===== src/verilog/ooo_pkg.sv =====
`default_nettype none

package ooo_pkg;

    localparam int WORD_W     = 32;
    localparam int REG_CNT    = 16;
    localparam int REG_ADDR_W = 4;
    localparam int TAG_W      = 4;   // Tag 0 means unlocked.
    localparam int ALU_CNT    = 2;
    localparam int OPC_W      = 6;
    localparam int IMM_W      = 16;

    typedef enum logic [2:0] {
        OP_ADD,
        OP_SUB,
        OP_AND,
        OP_OR,
        OP_XOR,
        OP_SLL,
        OP_ADDI,
        OP_MUL
    } op_e;

    typedef struct packed {
        logic [OPC_W-1:0]                        opcode;  // Low 3 bits used.
        logic [REG_ADDR_W-1:0]                   rd;
        logic [REG_ADDR_W-1:0]                   rs;
        logic [REG_ADDR_W-1:0]                   rt;
        logic [WORD_W-OPC_W-3*REG_ADDR_W-1:0]    unused;
    } r_fmt_t;

    typedef struct packed {
        logic [OPC_W-1:0]                              opcode;
        logic [REG_ADDR_W-1:0]                         rd;
        logic [REG_ADDR_W-1:0]                         rs;
        logic [WORD_W-OPC_W-2*REG_ADDR_W-IMM_W-1:0]    pad;
        logic [IMM_W-1:0]                              imm;  // Sign-extended.
    } i_fmt_t;

    typedef union packed {
        r_fmt_t r_fmt;
        i_fmt_t i_fmt;
    } instr_u;

    typedef struct packed {
        op_e               op;
        logic [TAG_W-1:0]  tag_x;
        logic [TAG_W-1:0]  tag_y;
        logic [WORD_W-1:0] data_x;
        logic [WORD_W-1:0] data_y;
        logic [TAG_W-1:0]  tag_w;
    } rs_entry_t;

    typedef struct packed {
        logic              valid;
        logic [TAG_W-1:0]  tag;
        logic [WORD_W-1:0] data;
    } result_bus_t;

endpackage

`default_nettype wire


===== src/verilog/alu_exec.sv =====
`timescale 1ns/100ps
`default_nettype none

module alu_exec #(
    parameter int MUL_LAT = 3
) (
    input  wire                                 clk,
    input  wire                                 rst,
    input  wire                                 exec_valid,
    input  wire ooo_pkg::rs_entry_t             exec_entry,
    input  wire [ooo_pkg::REG_ADDR_W-1:0]       exec_rd,
    output logic                                alu_busy,
    output ooo_pkg::result_bus_t                result,
    output logic [ooo_pkg::REG_ADDR_W-1:0]      result_rd
);

    import ooo_pkg::*;

    localparam int CNT_W   = $clog2(MUL_LAT);
    localparam int SHAMT_W = $clog2(WORD_W);

    logic [CNT_W-1:0]      cnt;
    rs_entry_t             mul_q;
    logic [REG_ADDR_W-1:0] mul_rd;
    logic [WORD_W-1:0]     mul_prod;
    logic [WORD_W-1:0]     simple_out;

    assign alu_busy = (cnt != '0);
    assign mul_prod = mul_q.data_x * mul_q.data_y;  // Low word kept.

    always_comb begin
        case (exec_entry.op)
            OP_ADD, OP_ADDI: simple_out = exec_entry.data_x + exec_entry.data_y;
            OP_SUB:          simple_out = exec_entry.data_x - exec_entry.data_y;
            OP_AND:          simple_out = exec_entry.data_x & exec_entry.data_y;
            OP_OR:           simple_out = exec_entry.data_x | exec_entry.data_y;
            OP_XOR:          simple_out = exec_entry.data_x ^ exec_entry.data_y;
            OP_SLL:          simple_out = exec_entry.data_x << exec_entry.data_y[SHAMT_W-1:0];
            default:         simple_out = '0;
        endcase
    end

    always_ff @(posedge clk) begin
        if (rst) begin
            cnt       <= '0;
            result    <= '0;
            result_rd <= '0;
        end else begin
            result.valid <= 1'b0;
            if (cnt != '0) begin
                cnt <= cnt - 1'b1;
                if (cnt == CNT_W'(1)) begin
                    result    <= '{valid: 1'b1, tag: mul_q.tag_w, data: mul_prod};
                    result_rd <= mul_rd;
                end
            end else if (exec_valid) begin
                if (exec_entry.op == OP_MUL) begin
                    cnt <= CNT_W'(MUL_LAT - 1);
                end else begin
                    result    <= '{valid: 1'b1, tag: exec_entry.tag_w, data: simple_out};
                    result_rd <= exec_rd;
                end
            end
        end
    end

    // Multiply operands held while the countdown runs.
    always_ff @(posedge clk) begin
        if (exec_valid && !alu_busy && exec_entry.op == OP_MUL) begin
            mul_q  <= exec_entry;
            mul_rd <= exec_rd;
        end
    end

endmodule

`default_nettype wire


===== src/verilog/dispatch.sv =====
`timescale 1ns/100ps
`default_nettype none

module dispatch (
    input  wire                                 issue_valid,
    input  wire ooo_pkg::instr_u                issue_instr,
    input  wire [ooo_pkg::TAG_W-1:0]            src_x_tag,
    input  wire [ooo_pkg::WORD_W-1:0]           src_x_data,
    input  wire [ooo_pkg::TAG_W-1:0]            src_y_tag,
    input  wire [ooo_pkg::WORD_W-1:0]           src_y_data,
    input  wire [ooo_pkg::TAG_W-1:0]            alloc_tag,
    input  wire [ooo_pkg::ALU_CNT-1:0]          slot_busy,
    output logic                                issue_ready,
    output logic [ooo_pkg::REG_ADDR_W-1:0]      src_x_addr,
    output logic [ooo_pkg::REG_ADDR_W-1:0]      src_y_addr,
    output logic                                alloc_valid,
    output logic [ooo_pkg::REG_ADDR_W-1:0]      alloc_rd,
    output logic [ooo_pkg::ALU_CNT-1:0]         slot_load,
    output ooo_pkg::rs_entry_t                  slot_entry,
    output logic [ooo_pkg::REG_ADDR_W-1:0]      slot_rd
);

    import ooo_pkg::*;

    op_e               op;
    logic              is_imm;
    logic [WORD_W-1:0] imm_ext;
    logic [ALU_CNT-1:0] free_sel;
    logic              accept;

    assign op      = op_e'(issue_instr.r_fmt.opcode[2:0]);
    assign is_imm  = (op == OP_ADDI);
    assign imm_ext = {{(WORD_W-IMM_W){issue_instr.i_fmt.imm[IMM_W-1]}},
                      issue_instr.i_fmt.imm};

    // Field positions of rd and rs agree in both formats.
    assign src_x_addr = issue_instr.r_fmt.rs;
    assign src_y_addr = issue_instr.r_fmt.rt;

    always_comb begin
        free_sel = '0;
        for (int i = ALU_CNT - 1; i >= 0; i--) begin
            if (!slot_busy[i]) begin
                free_sel    = '0;
                free_sel[i] = 1'b1;  // Lowest free slot wins.
            end
        end
    end

    assign issue_ready = ~&slot_busy;
    assign accept      = issue_valid && issue_ready;

    assign alloc_valid = accept;
    assign alloc_rd    = issue_instr.r_fmt.rd;
    assign slot_load   = accept ? free_sel : '0;
    assign slot_rd     = issue_instr.r_fmt.rd;

    always_comb begin
        slot_entry.op     = op;
        slot_entry.tag_x  = src_x_tag;
        slot_entry.data_x = src_x_data;
        slot_entry.tag_w  = alloc_tag;
        if (is_imm) begin
            slot_entry.tag_y  = '0;
            slot_entry.data_y = imm_ext;
        end else begin
            slot_entry.tag_y  = src_y_tag;
            slot_entry.data_y = src_y_data;
        end
    end

endmodule

`default_nettype wire


===== src/verilog/ooo_core.sv =====
`timescale 1ns/100ps
`default_nettype none

module ooo_core #(
    parameter int MUL_LAT = 3
) (
    input  wire                                 clk,
    input  wire                                 rst,
    input  wire                                 issue_valid,
    input  wire ooo_pkg::instr_u                issue_instr,
    output logic                                issue_ready,
    output ooo_pkg::result_bus_t                result0,
    output ooo_pkg::result_bus_t                result1,
    output logic [ooo_pkg::REG_ADDR_W-1:0]      result_rd0,
    output logic [ooo_pkg::REG_ADDR_W-1:0]      result_rd1
);

    import ooo_pkg::*;

    logic [REG_ADDR_W-1:0] src_x_addr;
    logic [REG_ADDR_W-1:0] src_y_addr;
    logic [TAG_W-1:0]      src_x_tag;
    logic [TAG_W-1:0]      src_y_tag;
    logic [WORD_W-1:0]     src_x_data;
    logic [WORD_W-1:0]     src_y_data;
    logic                  alloc_valid;
    logic [REG_ADDR_W-1:0] alloc_rd;
    logic [TAG_W-1:0]      alloc_tag;
    logic [ALU_CNT-1:0]    slot_load;
    rs_entry_t             slot_entry;
    logic [REG_ADDR_W-1:0] slot_rd;
    logic [ALU_CNT-1:0]    slot_busy;
    logic [ALU_CNT-1:0]    exec_valid;
    rs_entry_t             exec_entry0;
    rs_entry_t             exec_entry1;
    logic [REG_ADDR_W-1:0] exec_rd0;
    logic [REG_ADDR_W-1:0] exec_rd1;
    logic [ALU_CNT-1:0]    alu_busy;

    dispatch dispatch_inst (
        .issue_valid (issue_valid),
        .issue_instr (issue_instr),
        .src_x_tag   (src_x_tag),
        .src_x_data  (src_x_data),
        .src_y_tag   (src_y_tag),
        .src_y_data  (src_y_data),
        .alloc_tag   (alloc_tag),
        .slot_busy   (slot_busy),
        .issue_ready (issue_ready),
        .src_x_addr  (src_x_addr),
        .src_y_addr  (src_y_addr),
        .alloc_valid (alloc_valid),
        .alloc_rd    (alloc_rd),
        .slot_load   (slot_load),
        .slot_entry  (slot_entry),
        .slot_rd     (slot_rd)
    );

    reg_status reg_status_inst (
        .clk         (clk),
        .rst         (rst),
        .src_x_addr  (src_x_addr),
        .src_y_addr  (src_y_addr),
        .alloc_valid (alloc_valid),
        .alloc_rd    (alloc_rd),
        .result0     (result0),
        .result1     (result1),
        .result_rd0  (result_rd0),
        .result_rd1  (result_rd1),
        .src_x_tag   (src_x_tag),
        .src_x_data  (src_x_data),
        .src_y_tag   (src_y_tag),
        .src_y_data  (src_y_data),
        .alloc_tag   (alloc_tag)
    );

    rs_alu rs_alu_inst (
        .clk         (clk),
        .rst         (rst),
        .slot_load   (slot_load),
        .slot_entry  (slot_entry),
        .slot_rd     (slot_rd),
        .result0     (result0),
        .result1     (result1),
        .alu_busy    (alu_busy),
        .slot_busy   (slot_busy),
        .exec_valid  (exec_valid),
        .exec_entry0 (exec_entry0),
        .exec_entry1 (exec_entry1),
        .exec_rd0    (exec_rd0),
        .exec_rd1    (exec_rd1)
    );

    // ALU i serves slot i and drives bus i.
    alu_exec #(.MUL_LAT(MUL_LAT)) alu0_inst (
        .clk        (clk),
        .rst        (rst),
        .exec_valid (exec_valid[0]),
        .exec_entry (exec_entry0),
        .exec_rd    (exec_rd0),
        .alu_busy   (alu_busy[0]),
        .result     (result0),
        .result_rd  (result_rd0)
    );

    alu_exec #(.MUL_LAT(MUL_LAT)) alu1_inst (
        .clk        (clk),
        .rst        (rst),
        .exec_valid (exec_valid[1]),
        .exec_entry (exec_entry1),
        .exec_rd    (exec_rd1),
        .alu_busy   (alu_busy[1]),
        .result     (result1),
        .result_rd  (result_rd1)
    );

endmodule

`default_nettype wire


===== src/verilog/reg_status.sv =====
`timescale 1ns/100ps
`default_nettype none

module reg_status (
    input  wire                                 clk,
    input  wire                                 rst,
    input  wire [ooo_pkg::REG_ADDR_W-1:0]       src_x_addr,
    input  wire [ooo_pkg::REG_ADDR_W-1:0]       src_y_addr,
    input  wire                                 alloc_valid,
    input  wire [ooo_pkg::REG_ADDR_W-1:0]       alloc_rd,
    input  wire ooo_pkg::result_bus_t           result0,
    input  wire ooo_pkg::result_bus_t           result1,
    input  wire [ooo_pkg::REG_ADDR_W-1:0]       result_rd0,
    input  wire [ooo_pkg::REG_ADDR_W-1:0]       result_rd1,
    output logic [ooo_pkg::TAG_W-1:0]           src_x_tag,
    output logic [ooo_pkg::WORD_W-1:0]          src_x_data,
    output logic [ooo_pkg::TAG_W-1:0]           src_y_tag,
    output logic [ooo_pkg::WORD_W-1:0]          src_y_data,
    output logic [ooo_pkg::TAG_W-1:0]           alloc_tag
);

    import ooo_pkg::*;

    logic [WORD_W-1:0]     regs [REG_CNT];
    logic [TAG_W-1:0]      tags [REG_CNT];
    logic [TAG_W-1:0]      last_tag;
    result_bus_t           bus [ALU_CNT];
    logic [REG_ADDR_W-1:0] bus_rd [ALU_CNT];

    assign bus[0]    = result0;
    assign bus[1]    = result1;
    assign bus_rd[0] = result_rd0;
    assign bus_rd[1] = result_rd1;

    // Operand lookup for dispatch.
    assign src_x_tag  = tags[src_x_addr];
    assign src_x_data = regs[src_x_addr];
    assign src_y_tag  = tags[src_y_addr];
    assign src_y_data = regs[src_y_addr];

    // Wraps from the top value back to 1.
    assign alloc_tag = (&last_tag) ? TAG_W'(1) : last_tag + TAG_W'(1);

    always_ff @(posedge clk) begin
        if (rst) begin
            for (int r = 0; r < REG_CNT; r++) begin
                regs[r] <= '0;
                tags[r] <= '0;
            end
            last_tag <= '0;
        end else begin
            // Only the current writer of a register may update it.
            for (int b = 0; b < ALU_CNT; b++) begin
                if (bus[b].valid && tags[bus_rd[b]] == bus[b].tag) begin
                    regs[bus_rd[b]] <= bus[b].data;
                    tags[bus_rd[b]] <= '0;
                end
            end
            // Later assignment wins over the writeback above.
            if (alloc_valid) begin
                tags[alloc_rd] <= alloc_tag;
                last_tag       <= alloc_tag;
            end
        end
    end

endmodule

`default_nettype wire


===== src/verilog/rs_alu.sv =====
`timescale 1ns/100ps
`default_nettype none

module rs_alu (
    input  wire                                 clk,
    input  wire                                 rst,
    input  wire [ooo_pkg::ALU_CNT-1:0]          slot_load,
    input  wire ooo_pkg::rs_entry_t             slot_entry,
    input  wire [ooo_pkg::REG_ADDR_W-1:0]       slot_rd,
    input  wire ooo_pkg::result_bus_t           result0,
    input  wire ooo_pkg::result_bus_t           result1,
    input  wire [ooo_pkg::ALU_CNT-1:0]          alu_busy,
    output logic [ooo_pkg::ALU_CNT-1:0]         slot_busy,
    output logic [ooo_pkg::ALU_CNT-1:0]         exec_valid,
    output ooo_pkg::rs_entry_t                  exec_entry0,
    output ooo_pkg::rs_entry_t                  exec_entry1,
    output logic [ooo_pkg::REG_ADDR_W-1:0]      exec_rd0,
    output logic [ooo_pkg::REG_ADDR_W-1:0]      exec_rd1
);

    import ooo_pkg::*;

    rs_entry_t             slot_q [ALU_CNT];
    logic [REG_ADDR_W-1:0] rd_q [ALU_CNT];

    // Swap in bus data for a matching tag.
    function automatic logic [TAG_W+WORD_W-1:0] capture(
        input logic [TAG_W-1:0]  tag,
        input logic [WORD_W-1:0] data,
        input result_bus_t       b0,
        input result_bus_t       b1
    );
        logic [TAG_W+WORD_W-1:0] res;
        res = {tag, data};
        if (b0.valid && tag == b0.tag) begin
            res = {TAG_W'(0), b0.data};
        end else if (b1.valid && tag == b1.tag) begin
            res = {TAG_W'(0), b1.data};
        end
        return res;
    endfunction

    function automatic rs_entry_t snoop(
        input rs_entry_t   e,
        input result_bus_t b0,
        input result_bus_t b1
    );
        rs_entry_t n;
        n = e;
        {n.tag_x, n.data_x} = capture(e.tag_x, e.data_x, b0, b1);
        {n.tag_y, n.data_y} = capture(e.tag_y, e.data_y, b0, b1);
        return n;
    endfunction

    for (genvar i = 0; i < ALU_CNT; i++) begin : g_slot
        logic                  occupied;
        rs_entry_t             entry_q;
        logic [REG_ADDR_W-1:0] dest_q;

        assign exec_valid[i] = occupied && entry_q.tag_x == '0 && entry_q.tag_y == '0
                               && !alu_busy[i];
        assign slot_busy[i]  = occupied;
        assign slot_q[i]     = entry_q;
        assign rd_q[i]       = dest_q;

        always_ff @(posedge clk) begin
            if (rst) begin
                occupied <= 1'b0;
                entry_q  <= '0;
                dest_q   <= '0;
            end else if (slot_load[i]) begin
                occupied <= 1'b1;
                entry_q  <= snoop(slot_entry, result0, result1);  // Capture on entry.
                dest_q   <= slot_rd;
            end else if (exec_valid[i]) begin
                occupied <= 1'b0;  // Leaves on the firing edge.
            end else if (occupied) begin
                entry_q  <= snoop(entry_q, result0, result1);
            end
        end
    end

    assign exec_entry0 = slot_q[0];
    assign exec_entry1 = slot_q[1];
    assign exec_rd0    = rd_q[0];
    assign exec_rd1    = rd_q[1];

endmodule

`default_nettype wire

===== config.mk =====
export PLATFORM = sky130hd
export DESIGN_NAME = ooo_core
export DESIGN_NICKNAME = d
export VERILOG_FILES = /design/src/verilog/ooo_pkg.sv /design/src/verilog/alu_exec.sv /design/src/verilog/dispatch.sv /design/src/verilog/ooo_core.sv /design/src/verilog/reg_status.sv /design/src/verilog/rs_alu.sv
export SDC_FILE = /design/constraint.sdc
export NUM_CORES = 2
export LEC_CHECK = 0
export BUFFER_PORTS_ARGS = -buffer_cell sky130_fd_sc_hd__buf_2
export CORE_MARGIN = 2
export CORE_UTILIZATION = 40
export DETAILED_ROUTE_END_ITERATION = 7
export HOLD_SLACK_MARGIN = 0.02
export SYNTH_ARGS = -nofsm -noshare
export SYNTH_HDL_FRONTEND = slang
export SYNTH_SLANG_ARGS = --single-unit

===== constraint.sdc =====
create_clock -name clk -period 10 [get_ports clk]
set_input_delay 2 -clock clk [delete_from_list [all_inputs] [get_ports clk]]
set_output_delay 2 -clock clk [all_outputs]
set_load 0.03 [all_outputs]

== Word-level counts from Yosys, hierarchy flattened ==
Memories as Yosys holds them, arrays and structs flattened. A register that Yosys moved wholly into a read port is not among the register bits.
Index checks and enable logic that the tools add are counted.
W data, S select, Z words.

* Bits in registers: 402
* Bits in latches: 0
* Bits in writable memories: 576
* ROM bits: 0
* Output and inout bits: 83
* Logic and storage cells: 238
* Memories: 2

{| class="wikitable"
|+ Memories
! name !! words !! bits a word !! read ports !! clocked after Yosys merged registers in !! wr ports !! line !! source
|-
| reg_status_inst.regs || 16 || 32 || 2 || 0 || 16 || reg_status.sv:24 || <nowiki>logic [WORD_W-1:0] regs [REG_CNT];</nowiki>
|-
| reg_status_inst.tags || 16 || 4 || 4 || 2 || 16 || reg_status.sv:25 || <nowiki>logic [TAG_W-1:0] tags [REG_CNT];</nowiki>
|}

* Add/sub/neg operators: 7
* Multipliers: 2
* Divide/modulo/power cells: 0
* $lt $le $gt $ge: 0
* Equality and inequality tests: 37
* Shift-type cells: 2
* Multiplexer cells: 82
* Bitwise logic cells: 6
* Reductions and logical operators: 65

{| class="wikitable"
|+ Operator list
! kind !! number
|-
| $mux W36 || 12
|-
| $pmux W32 S6 || 2
|-
| $mux W79 || 4
|-
| $mux W37 || 8
|-
| $mux W76 || 2
|-
| $mux W32 || 3
|-
| $mux W4 || 22
|-
| $add A32 B32 Y32 || 2
|-
| $and A32 B32 Y32 || 2
|-
| $mul A32 B32 Y32 || 2
|-
| $or A32 B32 Y32 || 2
|-
| $reduce_or A32 Y1 || 2
|-
| $shl A32 B5 Y32 || 2
|-
| $sub A32 B32 Y32 || 2
|-
| $xor A32 B32 Y32 || 2
|-
| $eq A4 B4 Y1 || 14
|-
| $eq A3 B3 Y1 const B || 9
|-
| $logic_and A1 B1 Y1 || 25
|-
| $mux W1 || 20
|-
| $reduce_bool A2 Y1 || 10
|-
| $mux W2 || 9
|-
| $reduce_and A3 Y1 || 6
|-
| $logic_not A4 Y1 || 4
|-
| $eq A3 B2 Y1 const B || 4
|-
| 13 further kinds || 31
|}

== Depth between registers and ports, before layout ==
* Depth in word-level cells: 8
* Depth in mapped cells: 29
* Mapped depth without buffers: 27

== Cells and area by module ==
Synthesis repeated with hierarchy kept, for this count alone.

* Cell total of the unflattened synthesis: 9395
* Area, all modules: 95793.1 um2

{| class="wikitable"
|+ By module, submodules not included
! module !! times used !! cells an instance !! area each (um2) !! seq. area each (um2)
|-
| reg_status || 1 || 2721 || 36062.1 || 17376.7
|-
| alu_exec (alu0_inst) || 1 || 2801 || 25216.7 || 3022.9
|-
| alu_exec (alu1_inst) || 1 || 2818 || 25140.4 || 3022.9
|-
| rs_alu || 1 || 948 || 8481.9 || 3363.2
|-
| dispatch || 1 || 107 || 892.1 || 0.0
|}

== Worst setup path after synthesis ==
No wires, ideal clock.

* Path kind: reg2reg
* From: register alu0_inst.mul_q[7] in the netlist's numbering
* To: register alu0_inst.result[31] in the netlist's numbering
* Library setup time: 0.127 ns
* Data arrival time: 6.927 ns
* Slack: 2.946 ns
* Cell stages (with the launch flop): 27
* Period minus slack after synthesis: 7.054 ns
* Path through: edfxtp_1 -> clkbuf_1 -> clkbuf_1 -> and2_1 -> fa_1 -> inv_1 -> fa_1 -> fa_1 -> fa_1 -> inv_1 -> fa_1 -> inv_1 -> fa_1 -> inv_1 -> fa_1 -> fa_1 -> ha_1 -> nand4_1 -> a211oi_1 -> o31ai_1 -> a21boi_0 -> a41oi_1 -> o311ai_0 -> o41a_1 -> xnor2_1 -> a21oi_1 -> o2bb2ai_1

* Longest elaborated chain between the ends: 3

{| class="wikitable"
|+ Ends and longest elaborated chain
! what !! line !! source
|-
| start, declared || alu_exec.sv:23 || <nowiki>rs_entry_t mul_q;</nowiki>
|-
| start signal, assigned || alu_exec.sv:70 || <nowiki>mul_q <= exec_entry;</nowiki>
|-
| $mul A32 B32 Y32 || alu_exec.sv:29 || <nowiki>assign mul_prod = mul_q.data_x * mul_q.data_y;</nowiki>
|-
| $mux W37 || alu_exec.sv:52 || <nowiki>if (cnt == CNT_W'(1)) begin</nowiki>
|-
| $mux W37 || alu_exec.sv:50 || <nowiki>if (cnt != '0) begin</nowiki>
|-
| end signal, assigned || alu_exec.sv:53 || <nowiki>result <= '{valid: 1'b1, tag: mul_q.tag_w, data: mul_prod};</nowiki>
|-
| end signal, assigned || alu_exec.sv:60 || <nowiki>result <= '{valid: 1'b1, tag: exec_entry.tag_w, data: simple_out};</nowiki>
|-
| end, declared || alu_exec.sv:13 || <nowiki>output ooo_pkg::result_bus_t result,</nowiki>
|}

Every way passes these cells. The select of a mux whose other input is x is not followed.
A chain may end at the register's enable or synchronous reset.

== Worst setup path after layout ==
* From: register alu0_inst.mul_q[8] in the netlist's numbering
* To: register alu0_inst.result[29] in the netlist's numbering

The elaborated chain is that of the path after synthesis.

==> impl_metrics.toml <==
[worst_setup_path]
worstPathRequired_ns = 10.67
crit_type = "reg -> reg"
path_cells = "and2_1 -> fa_1 -> inv_1 -> fa_1 -> fa_1 -> fa_1 -> inv_1 -> fa_1 -> inv_1 -> fa_1 -> inv_1 -> fa_1 -> fa_1 -> ha_1 -> nand4_1 -> a211oi_1 -> o31ai_1 -> a21boi_0 -> a41oi_1 -> o311ai_0 -> nor2_1 -> xnor2_1 -> a21oi_1 -> a21oi_1"
cp-start-kind = "flop"
cp_slowest_cell = "edfxtp_1"
cp_data_arrival_time_ns = 9.03
cpPeakStageDelay_ns = 1.04
path_max_fanout = 28
worst-path-buf-inv = 4
cp-end-kind = "flop"
path_delay_family = "adder cells"
cpMostUsedCell = "fa_1"

[clocking]
path_clk_slew_ns = 0.07
htree_num_levels = 3
cts_tree = "done"
cts_sinks = 986
post_cts_buffers = 0
clock_latency_ns = 0.78
clock_path_buffers = 3
numCtsBuffers = 103
cts_resized = 0
cts-root-buf = "clkbuf_16"
hold_buffers = 0

[place]
globalplace.congestion = 0.993
hpwlAfterDp_um = 244000
io_buffers = 114

[job]
maxCapViolations = 1

[layout]
final_common_cell = "inv_1"
drive_above_1_share = 0.127
area_growth_pct = 8.03
final_cell_mix = "inv_1 (952), nand2_1 (861), fa_1 (818), edfxtp_1 (720), and2_1 (579)"
nets = 9978

[global_route]
grt_first_pass_wirelength_um = 517000
grt_max_degree = 79
first_global_vias = 75024
grtUsageTotal = 0.296
gr-total-overflow = 0
antenna_found_initial = 20

[die]
core_um2 = 233000
initial_core_util = 0.402
std_cell_rows = 177
dieArea_um2 = 238000
die_w_um = 488
ios = 118
die_y_um = 488

[timing]
whs_ns = 0.461
rsz0062_at_grt = "false"
tns_ns = 0
finalSetupViolations = 0
relSlewSlack = 0.00199
timing.final.crit_share = 0.835
tightest_slew_ns = 1.48
drv_slew = 0
period_minus_slack_ns = 8.35
fin_skew_ns = 0.0503
timing.fmax_mhz = 120
hold_viol = 0

[synthesis]
synth_seq_area_share = 0.288
synth_top_family_by_area = "adder cells"
ys_ff_latch = 986
synth_cell_types = 86
synthFlopType = "edfxtp_1"
synth_edf_count = 720
yosys.area.top_type_share = 0.231
synth_xor_area_frac = 0.0317
syn_avg_cell_area_um2 = 10.5
yosysTopAreaCell = "edfxtp_1"
ys_top_cells_by_area = "edfxtp_1 (23%), fa_1 (18%), mux4_2 (9.8%), ha_1 (6.0%), dfxtp_1 (5.7%)"
netlist_instances = 8934
muxShareOfSynthArea = 0.131
synth_fp_nets = 10234
synthArstFlopShare = 0
netlist_area_um2 = 93600
synth-compound-area-share = 0.132
yosysWarnings = 0
synthSimpleGateAreaFrac = 0.112
synth_fa_ha_area_frac = 0.235

[detailed_routing]
via_per_inst = 6.26
final_antenna_net_count = 0
routed_wl_um = 355000
dr.pass1.iters = 7
drt_iter0_drc = 8915
wl_per_cell_um = 30.0
vias = 73963
drc_errors = 0

[power]
p_per_area_nw_per_um2 = 122
power.leakage_nw = 41.1
vdd_ir_drop_max_uv = 154

[run_status]
status = "complete, but fails checks"
violations = "capacitance limit"

[min_path]
worst_hold_path_type = "reg -> reg"
==> report_power, final <==
group,switching [mW],leakage [nW],internal (mW)
logic,2.18,30.1,1.20
clock network,1.85,1.70,2.27
registers,0.245,9.34,4.55
total,4.27,41.1,8.01
==> registers in the layout, summed over array words and instances, names as in the netlist, named ones only <==
name                         cells
alu1_inst.cnt                    2
alu1_inst.mul_q                 68
alu1_inst.result_rd              4
alu1_inst.mul_rd                 4
reg_status_inst.tags            64
alu0_inst.result                37
alu0_inst.mul_q                 68
alu1_inst.result                37
rs_alu_inst.exec_entry1         79
alu0_inst.result_rd              4
alu0_inst.mul_rd                 4
rs_alu_inst.exec_rd0             4
reg_status_inst.last_tag         4
rs_alu_inst.exec_rd1             4
rs_alu_inst.g_slot.occupied      2
reg_status_inst.regs           512
rs_alu_inst.exec_entry0         79
alu0_inst.cnt                    2
==> worst register-to-register path, cell delays in order, from the launching register on <==
cell      delay [ns]
edfxtp_1        1.04
and2_1          0.28
fa_1            0.42
inv_1           0.08
fa_1            0.42
fa_1            0.49
fa_1            0.55
inv_1           0.05
fa_1            0.51
inv_1           0.06
fa_1            0.53
inv_1           0.05
fa_1            0.50
fa_1            0.46
ha_1            0.40
nand4_1         0.13
a211oi_1        0.19
o31ai_1         0.15
a21boi_0        0.39
a41oi_1         0.31
o311ai_0        0.50
nor2_1          0.10
xnor2_1         0.38
a21oi_1         0.13
a21oi_1         0.14
==> cell families after synthesis <==
| kind of cell | after synthesis |
|---|---|
| compound gates | 1728 |
| xor+xnor | 339 |
| fa+ha+maj | 1265 |
| buf+inv | 1707 |
| flops | 986 |
| mux | 710 |
| simple gates | 2199 |
==> worst paths after layout <==
kind	from	endpoint	slack, ns	depth (start not counted)
min	rs_alu_inst.exec_rd0[3]$_SDFFE_PP0P_	alu0_inst.mul_rd[3]$_DFFE_PP_	0.46	0
max reg2reg	alu0_inst.mul_q[8]$_DFFE_PP_	alu0_inst.result[29]$_SDFFE_PP0P_	1.65	24
max	alu0_inst.mul_q[8]$_DFFE_PP_	alu0_inst.result[29]$_SDFFE_PP0P_	1.65	24
min reg2reg	rs_alu_inst.exec_rd0[3]$_SDFFE_PP0P_	alu0_inst.mul_rd[3]$_DFFE_PP_	0.46	0
==> per-stage QoR <==
step	utilization	worst slack (ns)	power, mW	std cells	area (µm²)
after floorplan	-	2.95	6.96	8934	93600
after global placement	0.419	1.64	8.09	11616	97500
after detailed placement	0.419	1.70	8.12	11616	97500
after CTS	0.435	1.62	12.2	11811	101000
after global routing	0.435	1.38	12.6	11812	101000
final	0.435	1.65	12.3	11821	101000
==> cell usage after synthesis, drive strengths merged (80+ instances only) <==
library cell	instances
a21oi	382
a22o	519
a22oi	97
and2	579
buf	130
clkbuf	621
dfxtp	266
edfxtp	720
fa	818
ha	447
inv	954
mux2i	234
mux4	406
nand2	862
nor2	450
o211ai	80
o21ai	223
xnor2	242
xor2	97
==> cell type report <==
type	instances	area (µm²)
antenna	10	25.0
clock buffer	131	2800
clock inverter	64	749
fill	21892	131000
inverter	956	3590
multi-input combinational	6241	60500
sequential	986	27000
tap	3043	3810
timing repair buffer	390	2690
==> layer usage <==
metal  share of wire  global-route usage  routed length (µm)
met1            0.38               0.377              134000
met4           0.069               0.179               24300
met2            0.45               0.463              161000
met3            0.10              0.0604               35300
met5         0.00023            0.000612                  80
Note: power is estimated with default switching activity, not from simulation.
